`src/design/bp_config.svh`:
```
/*
  Branch front end configuration
  Table index width, PC width and the reset vector
*/

`ifndef BP_CONFIG_SVH
`define BP_CONFIG_SVH

////////////////////
// Table geometry
////////////////////

// PC bits [INDEX_BITS:1] select a BHT/BTB entry
`define BP_INDEX_BITS 3

////////////////////
// Program counter
////////////////////

`define BP_PC_BITS 16     // PC and target width

// First fetch address after reset
`define BP_RESET_PC 16'h0000

`endif

```
`src/design/bp_state_pkg.sv`:
```
/*
  Branch predictor state package
  Two-bit saturating counter type and its helper functions
*/

package bp_state_pkg;

  // Upper bit of the state is the taken prediction
  typedef enum logic [1:0] {
    strong_not_taken = 2'b00,
    weak_not_taken   = 2'b01,
    weak_taken       = 2'b10,
    strong_taken     = 2'b11
  } counter_t;

  // Taken bit of a counter
  function automatic logic predicts_taken(counter_t state);
    return state[1];
  endfunction

  // Saturating step toward the actual outcome
  function automatic counter_t counter_next(counter_t state, logic taken);
    counter_t next_state;
    case (state)
      strong_not_taken: next_state = taken ? weak_not_taken : strong_not_taken;
      weak_not_taken:   next_state = taken ? weak_taken     : strong_not_taken;
      weak_taken:       next_state = taken ? strong_taken   : weak_not_taken;
      strong_taken:     next_state = taken ? strong_taken   : weak_taken;
      default:          next_state = strong_not_taken;      // Unknown state recovers cold
    endcase
    return next_state;
  endfunction

endpackage

```
`src/design/isa_pkg.sv`:
```
/*
  Instruction set package
  Opcodes and the 16-bit instruction word, seen as a branch or as a jump
*/

package isa_pkg;

  ////////////////////
  // Opcodes
  ////////////////////

  // Only branch and jump matter to the front end
  typedef enum logic [3:0] {
    op_nop    = 4'h0,
    op_alu    = 4'h1,
    op_load   = 4'h2,
    op_store  = 4'h3,
    op_branch = 4'hc,     // Conditional, tested against flags
    op_jump   = 4'hd      // Unconditional
  } opcode_t;

  ////////////////////
  // Word layouts
  ////////////////////

  // [15:12] opcode, [11:9] condition mask, [8:0] word offset
  typedef struct packed {
    opcode_t            opcode;
    logic [2:0]         cond;     // ANDed with flags
    logic signed [8:0]  offset;   // In words, relative to pc+2
  } branch_view_t;

  // [15:12] opcode, [11:0] word offset
  typedef struct packed {
    opcode_t            opcode;
    logic signed [11:0] offset;   // In words, relative to pc+2
  } jump_view_t;

  // Same 16 bits, decoded by opcode
  typedef union packed {
    branch_view_t br;
    jump_view_t   jmp;
  } instr_word_u;

endpackage

```
`src/design/branch_predictor.sv`:
```
/*
  Dynamic branch predictor
  Counter table (BHT) and target table (BTB), untagged, indexed by PC bits above bit 0.
  Lookup is combinational, updates come from decode and land at the next edge.
*/

`timescale 1ns/1ps

`include "bp_config.svh"

module branch_predictor (
  input  logic                    clk,
  input  logic                    rst,
  input  logic                    enable,            // Freezes both tables when low
  input  logic [15:0]             fetch_pc,          // Lookup address
  input  logic [15:0]             id_pc,             // Update address
  input  bp_state_pkg::counter_t  id_prediction,     // State seen at fetch time
  input  logic                    bht_wen,
  input  logic                    btb_wen,
  input  logic                    update_taken,      // Resolved outcome
  input  logic [15:0]             actual_target,     // Resolved target
  output bp_state_pkg::counter_t  prediction,
  output logic [15:0]             predicted_target
);

  import bp_state_pkg::*;

  localparam int ENTRIES = 1 << `BP_INDEX_BITS;

  counter_t                  bht [ENTRIES];   // Two-bit counters
  logic [`BP_PC_BITS-1:0]    btb [ENTRIES];   // Last taken target per entry

  logic [`BP_INDEX_BITS-1:0] rd_idx;
  logic [`BP_INDEX_BITS-1:0] wr_idx;
  counter_t                  bht_next;

  // Word aligned PCs, so bit 0 is skipped
  assign rd_idx = fetch_pc[`BP_INDEX_BITS:1];
  assign wr_idx = id_pc[`BP_INDEX_BITS:1];

  ////////////////////
  // Lookup
  ////////////////////

  assign prediction       = bht[rd_idx];
  assign predicted_target = btb[rd_idx];

  ////////////////////
  // BHT update
  ////////////////////

  // Step from the state fetch saw, not a fresh read
  assign bht_next = counter_next(id_prediction, update_taken);

  always_ff @(posedge clk) begin
    if (rst) begin
      for (int i = 0; i < ENTRIES; i++) begin
        bht[i] <= strong_not_taken;   // Cold start predicts fall through
      end
    end else if (enable && bht_wen) begin
      bht[wr_idx] <= bht_next;
    end
  end

  ////////////////////
  // BTB update
  ////////////////////

  always_ff @(posedge clk) begin
    if (rst) begin
      for (int i = 0; i < ENTRIES; i++) begin
        btb[i] <= '0;
      end
    end else if (enable && btb_wen) begin
      btb[wr_idx] <= actual_target;   // Only taken outcomes reach here
    end
  end

  ////////////////////
  // Checks
  ////////////////////

  // Resolver writes a target only for a taken branch
  btb_wen_taken: assert property (@(posedge clk) disable iff (rst)
    btb_wen |-> update_taken)
    else $error("BTB write on a not-taken outcome");

  // Stalled pipeline must not update the tables
  no_write_stalled: assert property (@(posedge clk) disable iff (rst)
    !enable |-> !(bht_wen || btb_wen))
    else $error("Table write while enable is low");

endmodule

```
`src/design/fetch_unit.sv`:
```
/*
  Fetch stage
  PC register, next-PC select and the IF/ID pipeline register.
  A redirect from decode reloads the PC and squashes the word fetched alongside it.
*/

`timescale 1ns/1ps

`include "bp_config.svh"

module fetch_unit (
  input  logic                    clk,
  input  logic                    rst,
  input  logic                    enable,            // Stall when low
  input  logic [15:0]             instr,             // Same cycle answer to pc
  input  bp_state_pkg::counter_t  prediction,
  input  logic [15:0]             predicted_target,
  input  logic                    redirect,          // Mispredict strobe from decode
  input  logic [15:0]             redirect_pc,
  output logic [15:0]             pc,
  output logic                    id_valid,
  output logic [15:0]             id_pc,
  output logic [15:0]             id_instr,
  output logic [15:0]             id_target,         // BTB target seen at fetch
  output bp_state_pkg::counter_t  id_prediction
);

  import bp_state_pkg::*;

  logic [`BP_PC_BITS-1:0] pc_plus2;
  logic [`BP_PC_BITS-1:0] next_pc;

  assign pc_plus2 = pc + `BP_PC_BITS'd2;

  ////////////////////
  // Next PC
  ////////////////////

  // Redirect beats prediction beats sequential
  always_comb begin
    if (redirect) begin
      next_pc = redirect_pc;
    end else if (predicts_taken(prediction)) begin
      next_pc = predicted_target;
    end else begin
      next_pc = pc_plus2;
    end
  end

  always_ff @(posedge clk) begin
    if (rst) begin
      pc <= `BP_RESET_PC;
    end else if (enable) begin
      pc <= next_pc;
    end
  end

  ////////////////////
  // IF/ID register
  ////////////////////

  // Valid bit drops when the current fetch is on the wrong path
  always_ff @(posedge clk) begin
    if (rst) begin
      id_valid <= 1'b0;
    end else if (enable) begin
      id_valid <= !redirect;
    end
  end

  // Fetched word with its PC, prediction and BTB target
  always_ff @(posedge clk) begin
    if (enable) begin
      id_pc         <= pc;
      id_instr      <= instr;
      id_prediction <= prediction;
      id_target     <= predicted_target;   // Compared against the real target in decode
    end
  end

  ////////////////////
  // Checks
  ////////////////////

  // Redirect and BTB targets keep fetch on word boundaries
  pc_aligned: assert property (@(posedge clk) disable iff (rst)
    !pc[0])
    else $error("PC is not word aligned");

endmodule

```
`src/design/branch_resolver.sv`:
```
/*
  Decode-stage branch resolver
  Decodes the IF/ID word, works out outcome and target, detects a mispredict
  and drives the table writes and the fetch redirect.
*/

`timescale 1ns/1ps

`include "bp_config.svh"

module branch_resolver (
  input  logic                    enable,
  input  logic                    id_valid,
  input  logic [15:0]             id_pc,
  input  logic [15:0]             id_instr,
  input  logic [15:0]             id_target,       // BTB target seen at fetch
  input  bp_state_pkg::counter_t  id_prediction,
  input  logic [2:0]              flags,
  output logic                    resolve_valid,   // One strobe per branch or jump
  output logic                    resolve_taken,
  output logic                    bht_wen,
  output logic                    btb_wen,
  output logic                    update_taken,
  output logic                    redirect,        // Also the mispredict flag
  output logic [15:0]             actual_target,
  output logic [15:0]             redirect_pc
);

  import bp_state_pkg::*;
  import isa_pkg::*;

  instr_word_u            word;
  logic                   is_branch;
  logic                   is_jump;
  logic                   taken;
  logic                   pred_taken;
  logic                   wrong_target;
  logic [`BP_PC_BITS-1:0] seq_pc;
  logic [`BP_PC_BITS-1:0] br_disp;
  logic [`BP_PC_BITS-1:0] jmp_disp;

  assign word = id_instr;

  ////////////////////
  // Decode
  ////////////////////

  // Opcode sits in the same bits for both views
  assign is_branch = (word.br.opcode == op_branch);
  assign is_jump   = (word.jmp.opcode == op_jump);

  // Any enabled flag in the mask takes the branch
  assign taken = is_jump || (is_branch && |(word.br.cond & flags));

  ////////////////////
  // Target
  ////////////////////

  // Word offsets sign extended and scaled to bytes
  assign br_disp  = {{6{word.br.offset[8]}}, word.br.offset, 1'b0};
  assign jmp_disp = {{3{word.jmp.offset[11]}}, word.jmp.offset, 1'b0};

  assign seq_pc        = id_pc + `BP_PC_BITS'd2;
  assign actual_target = seq_pc + (is_jump ? jmp_disp : br_disp);

  ////////////////////
  // Mispredict
  ////////////////////

  assign pred_taken   = predicts_taken(id_prediction);
  assign wrong_target = taken && pred_taken && (actual_target != id_target);

  always_comb begin
    resolve_valid = enable && id_valid && (is_branch || is_jump);
    resolve_taken = resolve_valid && taken;
    redirect      = resolve_valid && ((taken != pred_taken) || wrong_target);
  end

  // Taken goes to the target, not taken falls through
  assign redirect_pc = taken ? actual_target : seq_pc;

  ////////////////////
  // Table writes
  ////////////////////

  assign bht_wen      = resolve_valid;    // Counter steps on every outcome
  assign btb_wen      = resolve_taken;    // Target only learned when taken
  assign update_taken = taken;

endmodule

```
`src/design/branch_front_end.sv`:
```
/*
  Branch front end top level
  Fetch stage, dynamic predictor and decode-stage resolver wired together
*/

`timescale 1ns/1ps

`include "bp_config.svh"

module branch_front_end (
  input  logic        clk,
  input  logic        rst,
  input  logic        enable,          // Global stall when low
  input  logic [15:0] instr,           // From instruction memory
  input  logic [2:0]  flags,           // Condition flags for branches
  output logic [15:0] pc,              // To instruction memory
  output logic        resolve_valid,
  output logic        resolve_taken,
  output logic        mispredict
);

  import bp_state_pkg::*;

  // Fetch to predictor
  counter_t               prediction;
  logic [`BP_PC_BITS-1:0] predicted_target;

  // IF/ID to decode
  logic                   id_valid;
  logic [`BP_PC_BITS-1:0] id_pc;
  logic [`BP_PC_BITS-1:0] id_instr;
  logic [`BP_PC_BITS-1:0] id_target;
  counter_t               id_prediction;

  // Decode back to tables and fetch
  logic                   bht_wen;
  logic                   btb_wen;
  logic                   update_taken;
  logic [`BP_PC_BITS-1:0] actual_target;
  logic [`BP_PC_BITS-1:0] redirect_pc;

  branch_predictor i_branch_predictor (
    .clk              (clk),
    .rst              (rst),
    .enable           (enable),
    .fetch_pc         (pc),
    .id_pc            (id_pc),
    .id_prediction    (id_prediction),
    .bht_wen          (bht_wen),
    .btb_wen          (btb_wen),
    .update_taken     (update_taken),
    .actual_target    (actual_target),
    .prediction       (prediction),
    .predicted_target (predicted_target)
  );

  fetch_unit i_fetch_unit (
    .clk              (clk),
    .rst              (rst),
    .enable           (enable),
    .instr            (instr),
    .prediction       (prediction),
    .predicted_target (predicted_target),
    .redirect         (mispredict),     // Mispredict is the redirect strobe
    .redirect_pc      (redirect_pc),
    .pc               (pc),
    .id_valid         (id_valid),
    .id_pc            (id_pc),
    .id_instr         (id_instr),
    .id_target        (id_target),
    .id_prediction    (id_prediction)
  );

  branch_resolver i_branch_resolver (
    .enable           (enable),
    .id_valid         (id_valid),
    .id_pc            (id_pc),
    .id_instr         (id_instr),
    .id_target        (id_target),
    .id_prediction    (id_prediction),
    .flags            (flags),
    .resolve_valid    (resolve_valid),
    .resolve_taken    (resolve_taken),
    .bht_wen          (bht_wen),
    .btb_wen          (btb_wen),
    .update_taken     (update_taken),
    .redirect         (mispredict),
    .actual_target    (actual_target),
    .redirect_pc      (redirect_pc)
  );

endmodule

```
`config.mk`:
```
export PLATFORM = sky130hd
export DESIGN_NAME = branch_front_end
export DESIGN_NICKNAME = d
export VERILOG_FILES = /design/src/design/bp_state_pkg.sv /design/src/design/isa_pkg.sv /design/src/design/branch_predictor.sv /design/src/design/fetch_unit.sv /design/src/design/branch_resolver.sv /design/src/design/branch_front_end.sv
export VERILOG_INCLUDE_DIRS = /design/src /design/src/design
export SDC_FILE = /design/constraint.sdc
export NUM_CORES = 1
export LEC_CHECK = 0
export ABC_AREA = 1
export BUFFER_PORTS_ARGS = -buffer_cell sky130_fd_sc_hd__buf_2
export CAP_MARGIN = 40
export CORE_MARGIN = 4
export CORE_UTILIZATION = 28
export DETAILED_ROUTE_END_ITERATION = 7
export PLACE_DENSITY = 0.44
export SYNTH_ARGS = -nofsm -noshare
export SYNTH_HDL_FRONTEND = slang
export SYNTH_SLANG_ARGS = --single-unit
```
`constraint.sdc`:
```
create_clock -name clk -period 9.3 [get_ports clk]
set_input_delay 1.86 -clock clk [delete_from_list [all_inputs] [get_ports clk]]
set_output_delay 1.86 -clock clk [all_outputs]
set_load 0.05 [all_outputs]
```
==> reports/metrics.csv, run 1 <==
stage,metric,value,unit
global_route,grt_use_met2,0.259,
clock_tree,clk_pin_slew_worst_paths,0.05,ns
synth,synth_seq_cells,214,
floorplanning,pin_count,41,
timing,finClkSkew,0.0124,ns
worst_setup_path,endpoint_kind,primary output,
synth,syn_nets,1246,
timing,rsz0062_at_grt,no,
global_route,grt_max_degree,66,
drt,viasPerCell,4.68,
drt,dr.pass1.iters,5,
status,status,finished clean,
worst_setup_path,start_kind,flip-flop,
synth,synth_warnings,0,
timing,period_share,0.695,
finish,final_nets,1288,
synth,synth_area,0.0109,sq mm
finish,final_layout_size_suffix_gt1_frac,0.0967,
power,powerDensity,232,mW/mm^2
clock_tree,clock-sinks,214,
timing,slew_headroom,0.399,
synth,syn_inst,1203,
finish,fill_cells,4101,
floorplanning,die_h,205,um
synth,synth_cell_types,40,
drt,routedWlPerCell,18.1,um
worst_setup_path,reg2reg_setup_slack,5.04,ns
clock_tree,cts_inserted_buffers,25,
clock_tree,root_buffer,clkbuf_16,
worst_setup_path,required,7.44,ns
drt,drt-total-wl,32300,um
timing,finalMaxSlewViolations,0,
timing,worstMarginPinSlew,0.899,ns
clock_tree,cts_resized,0,
clock_tree,cts_tree,done,
drt,ant_nets,0,
worst_setup_path,critPathArrivalTime,4.61,ns
synth,synth_top_area_share,0.534,
placement,portBuffers,40,
floorplanning,chipWidth,205,um
global_route,antenna_found_initial,0,
clock_tree,cts_setup_buffers,0,
clock_tree,insertion_delay,0.53,ns
synth,synth_edf_count,194,
finish,multiInputGateArea,0.00414,sq mm
power,irDropWorstVdd,0.000144,V
hold_path,worstHoldPathType,reg2reg,
timing,hold_viol,0,
clock_tree,cts_hold_buf,0,
floorplanning,core_area,0.0386,sq mm
synth,netlist_top_cells_area,"edfxtp_1 53%, nor2_1 10%, nand2_1 7.3%",
global_route,busiest_layer,met2,
synth,yosys.area.top_type,edfxtp_1,
worst_setup_path,critPathMaxFanout,18,
timing,fin_ws,2.83,ns
floorplanning,die_area,0.0422,sq mm
floorplanning,initial_core_util,0.283,
floorplanning,rows,72,
global_route,grtUsageTotal,0.152,
global_route,gr-total-overflow,0,
drt,dr_total_vias,8329,
timing,setup-violations-final,0,
global_route,grt_use_met3,0.0170,
placement,dp_slack,2.89,ns
run,maxCapViolCount,0,
clock_tree,clockBufferDepth,3,
finish,area_growth_syn_to_layout,16.1,%
timing,fin_setup_tns,0,ns
synth,synth_ff_type,edfxtp_1,
global_route,grt_pass1_vias,8200,
global_route,grt_pass1_wl,49500,um
finish,register_area,0.00623,sq mm
synth,seq_area_frac_synth,0.571,
synth,synth.avg_cell_area,9.07,sq um
placement,dpl.hpwl,22300,um
timing,timing.fmax,155,MHz
worst_setup_path,setup.worst_path.class,reg2out,
power,leakage,5.13,nW
synth,async_flop_share,0,
timing,min_period,6.47,ns
drt,first_iter_violations,602,
global_route,gr-usage-met1,0.209,
clock_tree,cts_max_level,1,
drt,drc_errors,0,
placement,gp_congestion,0.901,
==> routing by layer <==
layer,share of wire,wire length [um]
met5,0,0
met4,0.022,695
met3,0.037,1190
met1,0.47,15300
met2,0.47,15200
==> state kept, by name, indices dropped and copies added, names as in the netlist, named ones only <==
| name | flops |
|---|---|
| i_branch_predictor.btb | 128 |
| i_branch_predictor.bht | 16 |
| i_fetch_unit.id_instr | 16 |
| i_fetch_unit.id_pc | 16 |
| i_fetch_unit.id_target | 16 |
| i_fetch_unit.pc | 16 |
| i_fetch_unit.id_prediction | 2 |
| i_fetch_unit.id_valid | 1 |
==> synthesized netlist by cell type, types with 2 or more instances <==
cell	n
nor2_1	302
nand2_1	212
edfxtp_1	194
o21ai_0	101
inv_1	81
nand3_1	72
clkbuf_1	37
a21oi_1	24
dfxtp_1	20
ha_1	20
o22ai_1	20
a31oi_1	17
xor2_1	16
xnor2_1	13
nand2_2	10
nand3b_1	10
clkinv_1	6
mux2i_1	6
nand4_1	6
buf_2	5
buf_1	4
nand2_4	3
nor3_1	3
buf_6	2
nand3_2	2
nor3_2	2
xnor2_4	2
==> cell usage in the layout (no fill, tap or decap), drive strengths merged, types with 2 or more instances in the layout <==
cell type / netlist / final
nor3: 5 / 5
dfxtp: 20 / 20
xor2: 16 / 16
edfxtp: 194 / 194
ha: 20 / 20
inv: 82 / 84
nand3b: 10 / 10
clkbuf: 37 / 36
o21ai: 102 / 102
a21oi: 25 / 25
nand3: 74 / 74
mux2i: 6 / 6
nand2: 225 / 225
bufinv: 0 / 2
buf: 12 / 64
nand4: 6 / 6
xnor2: 15 / 15
o22ai: 20 / 20
clkinv: 6 / 10
nor2: 304 / 304
a31oi: 17 / 17
==> layout make-up <==
| class | count | share of cell area |
|---|---|---|
| clock inverters | 8 | 0.00721 |
| well taps | 518 | 0.0512 |
| multi-input cells | 852 | 0.327 |
| flip-flops and latches | 214 | 0.492 |
| repair buffers | 64 | 0.0411 |
| diodes | 1 | 0.000198 |
| inverters | 88 | 0.0261 |
| clock buffers | 36 | 0.0551 |
==> worst paths after layout <==
kind                          from                     to  cells after the start
min             i_fetch_unit.pc[0]  i_fetch_unit.id_pc[0]                      0
max          i_fetch_unit.id_pc[3]             mispredict                     24
min reg2reg     i_fetch_unit.pc[0]  i_fetch_unit.id_pc[0]                      0
max reg2reg  i_fetch_unit.id_pc[3]     i_fetch_unit.pc[0]                     27
==> cells by family (layout without fill, tap and decap cells) <==
family | after synthesis | count (layout) | synth area share
AOI/OAI and AO/OA | 166 | 166 | 0.0812
xor gates and xnor gates | 32 | 32 | 0.0304
adders and majority gates | 22 | 22 | 0.0257
buffers and inverters | 137 | 196 | 0.0494
DFF | 214 | 214 | 0.571
muxes | 6 | 6 | 0.00551
other | 0 | 1 | 0
and+or+nand+nor | 626 | 626 | 0.237
==> critical path: stages, from the launching register on <==
cell	delay, ns
edfxtp_1	0.46
nand2_1	0.13
nor2_2	0.20
nand2_1	0.09
nor2_1	0.25
nand3_1	0.21
xnor2_1	0.42
ha_1	0.36
nand2_1	0.11
inv_1	0.05
nand2_1	0.05
nand2_1	0.06
inv_1	0.09
nand2_4	0.08
xnor2_4	0.35
nand2_2	0.06
nand2_1	0.07
nand3_1	0.10
nor2_1	0.18
nand2_1	0.09
nand2_2	0.08
nand2_4	0.13
nand2_4	0.21
inv_2	0.06
buf_2	0.21
==> metrics by stage <==
stage           util  total power (W)  instance area [sq um]  cells  hold slack, ns
2_1_floorplan      -          0.00172                  10900   1203           0.479
3_3_place_gp   0.301          0.00198                  11600   1721           0.493
3_5_place_dp   0.308          0.00200                  11900   1736           0.494
4_1_cts        0.328          0.00297                  12700   1780           0.509
5_1_grt        0.328          0.00310                  12700   1780           0.525
6_report       0.328          0.00294                  12700   1781           0.486
==> where the power goes <==
part | internal [W] | switching, W
registers | 0.00113 | 0.0000549
logic | 0.000224 | 0.000558
clock network | 0.000575 | 0.000395
Power figures use the tool's default switching activity.
==> run 2: changes to the inputs <==
--- a/config.mk
+++ b/config.mk
@@ -6,13 +6,13 @@
 export SDC_FILE = /design/constraint.sdc
 export NUM_CORES = 1
 export LEC_CHECK = 0
-export ABC_AREA = 1
+export ABC_AREA = 0
 export BUFFER_PORTS_ARGS = -buffer_cell sky130_fd_sc_hd__buf_2
 export CAP_MARGIN = 40
 export CORE_MARGIN = 4
 export CORE_UTILIZATION = 28
 export DETAILED_ROUTE_END_ITERATION = 7
-export PLACE_DENSITY = 0.44
+export PLACE_DENSITY = 0.46
 export SYNTH_ARGS = -nofsm -noshare
 export SYNTH_HDL_FRONTEND = slang
 export SYNTH_SLANG_ARGS = --single-unit
==> constraint.sdc (replaced) <==
create_clock -name clk -period 5.4 [get_ports clk]
set_input_delay 1.08 -clock clk [delete_from_list [all_inputs] [get_ports clk]]
set_output_delay 1.08 -clock clk [all_outputs]
set_load 0.05 [all_outputs]
==> run 2 against run 1 <==
Cell count shrank 22%. Clock-buffer cell count shrank 8. Sequential power up 66%. Sequential share of layout area grew 1.1 points. Total power grew 54%. Hold slack better by 0.0055 ns. Routed wire length down 9.4%. Global-route usage down 1.2 points. Synthesized cell count shrank 30%. Largest power group unchanged. Highest routed layer unchanged.
==> reports/metrics.csv, run 2 <==
stage,metric,value,unit
finish,mostFrequentLayoutCell,edfxtp_1,
placement,gp_congestion,0.863,
timing,hold_viol,0,
finish,register_area,0.00623,sq mm
finish,final_layout_size_suffix_gt1_frac,0.213,
drt,routedWlPerCell,21.0,um
status,status,finished clean,
synth,synth_seq_cells,214,
finish,largest_register_ff_count,128,
global_route,gr-total-overflow,0,
floorplanning,initial_core_util,0.286,
clock_tree,clockBufferDepth,3,
clock_tree,insertion_delay,0.52,ns
synth,synth_edf_count,194,
finish,area_growth_syn_to_layout,17.8,%
drt,drt-total-wl,29300,um
clock_tree,cts_hold_buf,0,
drt,dr_total_vias,6932,
finish,utilization,0.337,
global_route,antenna_found_initial,0,
drt,first_iter_violations,524,
synth,synth.avg_cell_area,12.4,sq um
finish,antenna_cells,0,
synth,synth_cell_types,65,
synth,async_flop_share,0,
power,leakage,4.45,nW
floorplanning,die_area,0.0407,sq mm
synth,seq_area_frac_synth,0.592,
synth,yosys.area.top_type,edfxtp_1,
worst_setup_path,slowest_stage,a2111o_1,
finish,final_nets,951,
power,irDropWorstVdd,0.000202,V
clock_tree,cts_inserted_buffers,25,
worst_setup_path,crit_family,compound AO/OA/AOI/OAI gates,
worst_setup_path,worstPathCellList,"ha_2, nand2_1, or3_4, nor2_1, xor2_1, ha_4, and4_1, o211ai_1, a31oi_1, o22a_2, xnor2_1, a2111o_1, o31a_1, buf_4",
hold_path,worstHoldPathType,reg2reg,
global_route,grt_max_degree,61,
finish,layout_common_cells,"194 x edfxtp_1, 190 x nor2_1, 57 x nand2_1, 39 x buf_2, 37 x buf_4",
synth,syn_nets,889,
floorplanning,pin_count,41,
finish,fill_cells,3704,
timing,timing.fmax,191,MHz
finish,multiInputGateArea,0.00415,sq mm
worst_setup_path,start_kind,flip-flop,
floorplanning,chipWidth,202,um
synth,netlist_top_cells_area,"edfxtp_1 55%, mux4_2 7.7%, nor2_1 6.9%",
clock_tree,cts_max_level,1,
clock_tree,cts_tree,done,
synth,synth_ff_type,edfxtp_1,
worst_setup_path,slowest_delay,0.42,ns
worst_setup_path,critPathArrivalTime,4.15,ns
timing,fin_setup_tns,0,ns
drt,viasPerCell,4.98,
timing,period_share,0.968,
timing,slew_headroom,0.409,
worst_setup_path,crit_buf_inv,1,
clock_tree,clk_pin_slew_worst_paths,0.06,ns
global_route,grt_pass1_vias,7022,
timing,min_period,5.23,ns
worst_setup_path,endpoint_kind,primary output,
global_route,grt_pass1_wl,44300,um
floorplanning,rows,70,
synth,synth_commonest_cells,"194 x edfxtp_1, 192 x nor2_1, 57 x nand2_1, 36 x mux4_2, 34 x xnor2_1",
synth,synth.most_common_cell,edfxtp_1,
timing,finalMaxSlewViolations,0,
run,maxCapViolCount,0,
synth,synth_area,0.0105,sq mm
clock_tree,root_buffer,clkbuf_16,
synth,syn_inst,846,
drt,dr.pass1.iters,5,
worst_setup_path,critPathMaxFanout,9,
placement,portBuffers,40,
synth,synth_top_area_share,0.554,
placement,dpl.hpwl,19300,um
finish,top_register,i_branch_predictor.btb,
clock_tree,clock-sinks,214,
worst_setup_path,setup.worst_path.class,reg2out,
worst_setup_path,required,4.32,ns
power,powerDensity,365,mW/mm^2
floorplanning,die_h,202,um
timing,setup-violations-final,0,
global_route,grtUsageTotal,0.141,
timing,worstMarginPinSlew,0.884,ns
drt,drc_errors,0,
drt,ant_nets,0,
timing,finClkSkew,0.0127,ns
synth,synth_warnings,0,
floorplanning,core_area,0.0368,sq mm
[run 2: cell count changes in the layout (fill, tap and decap cells not counted), sizes merged, moves of 18 or more]
cell and delta:
o21ai -91, inv -62, nand2b +18, nand2 -168, mux4 +36, nand3 -53, o22ai -19, nor2 -112
xnor2 +20
[run 2: stage by stage]
stage	setup WS [ns]	instance area, sq um	hold slack, ns	cells	power [W]
detailed placement	0.372	11400	0.477	1344	0.00288
floorplan	0.354	10500	0.462	846	0.00257
finish	0.173	12400	0.491	1393	0.00452
global route	-0.00670	12400	0.513	1393	0.00472
global placement	0.351	11300	0.479	1336	0.00286
CTS	0.0309	12300	0.489	1389	0.00454
[run 2: where the power goes]
part | internal, W | switching, W | leakage [nW] | total, W
combinational | 0.000341 | 0.000564 | 1.92 | 0.000905
sequential | 0.00191 | 0.0000617 | 2.15 | 0.00197
clock | 0.000984 | 0.000664 | 0.378 | 0.00165
total | 0.00323 | 0.00129 | 4.45 | 0.00452
[run 2: layer usage]
metal	routed length (um)	GRT usage
met4	652	0.0320
met1	13600	0.203
met2	13900	0.229
met5	0	0
met3	1060	0.0168
[run 2: cells by family after synthesis]
group,share of synthesized area
AO/OA/AOI/OAI,0.0626
XOR/XNOR,0.0507
adder cells (fa/ha/maj),0.0267
buffers and inverters,0.0259
flip-flops,0.592
multiplexers,0.101
AND/OR/NAND/NOR,0.141
[run 2: path summary, 6_finish.rpt]
check / cells past startpoint / endpoint / slack [ns] / from
worst max-delay path: 14 / mispredict / 0.17 / i_fetch_unit.id_pc[2]
worst min-delay path: 2 / i_fetch_unit.id_valid / 0.49 / i_fetch_unit.id_valid
worst min register to register: 2 / i_fetch_unit.id_valid / 0.49 / i_fetch_unit.id_valid
worst max register to register: 16 / i_fetch_unit.pc[1] / 0.90 / i_fetch_unit.id_pc[2]
[run 2: repair_timing]
item	in CTS	in global routing
pin swaps	0	6
setup endpoints to repair	1	1
buffers inserted	1	4
gates cloned	0	0
resized for setup	5	19
[run 2: cell type report]
cell class,instances,share of cell area
sequential,214,0.503
multi-input combinational,565,0.335
clock buffer,28,0.0514
tap,468,0.0473
timing repair buffer,80,0.0451
clock inverter,16,0.0120
inverter,22,0.00667
[run 2: worst register-to-register path, cell delays in order, from the launching register on]
cell	delay, ns
edfxtp_1	0.40
ha_2	0.23
nand2_1	0.07
or3_4	0.37
nor2_1	0.14
xor2_1	0.27
ha_4	0.27
and4_1	0.20
o211ai_1	0.17
a21oi_1	0.13
or3b_4	0.46
or2_2	0.30
o2111ai_1	0.10
o31a_1	0.25
buf_4	0.40
nor3_1	0.11
a2111oi_0	0.48
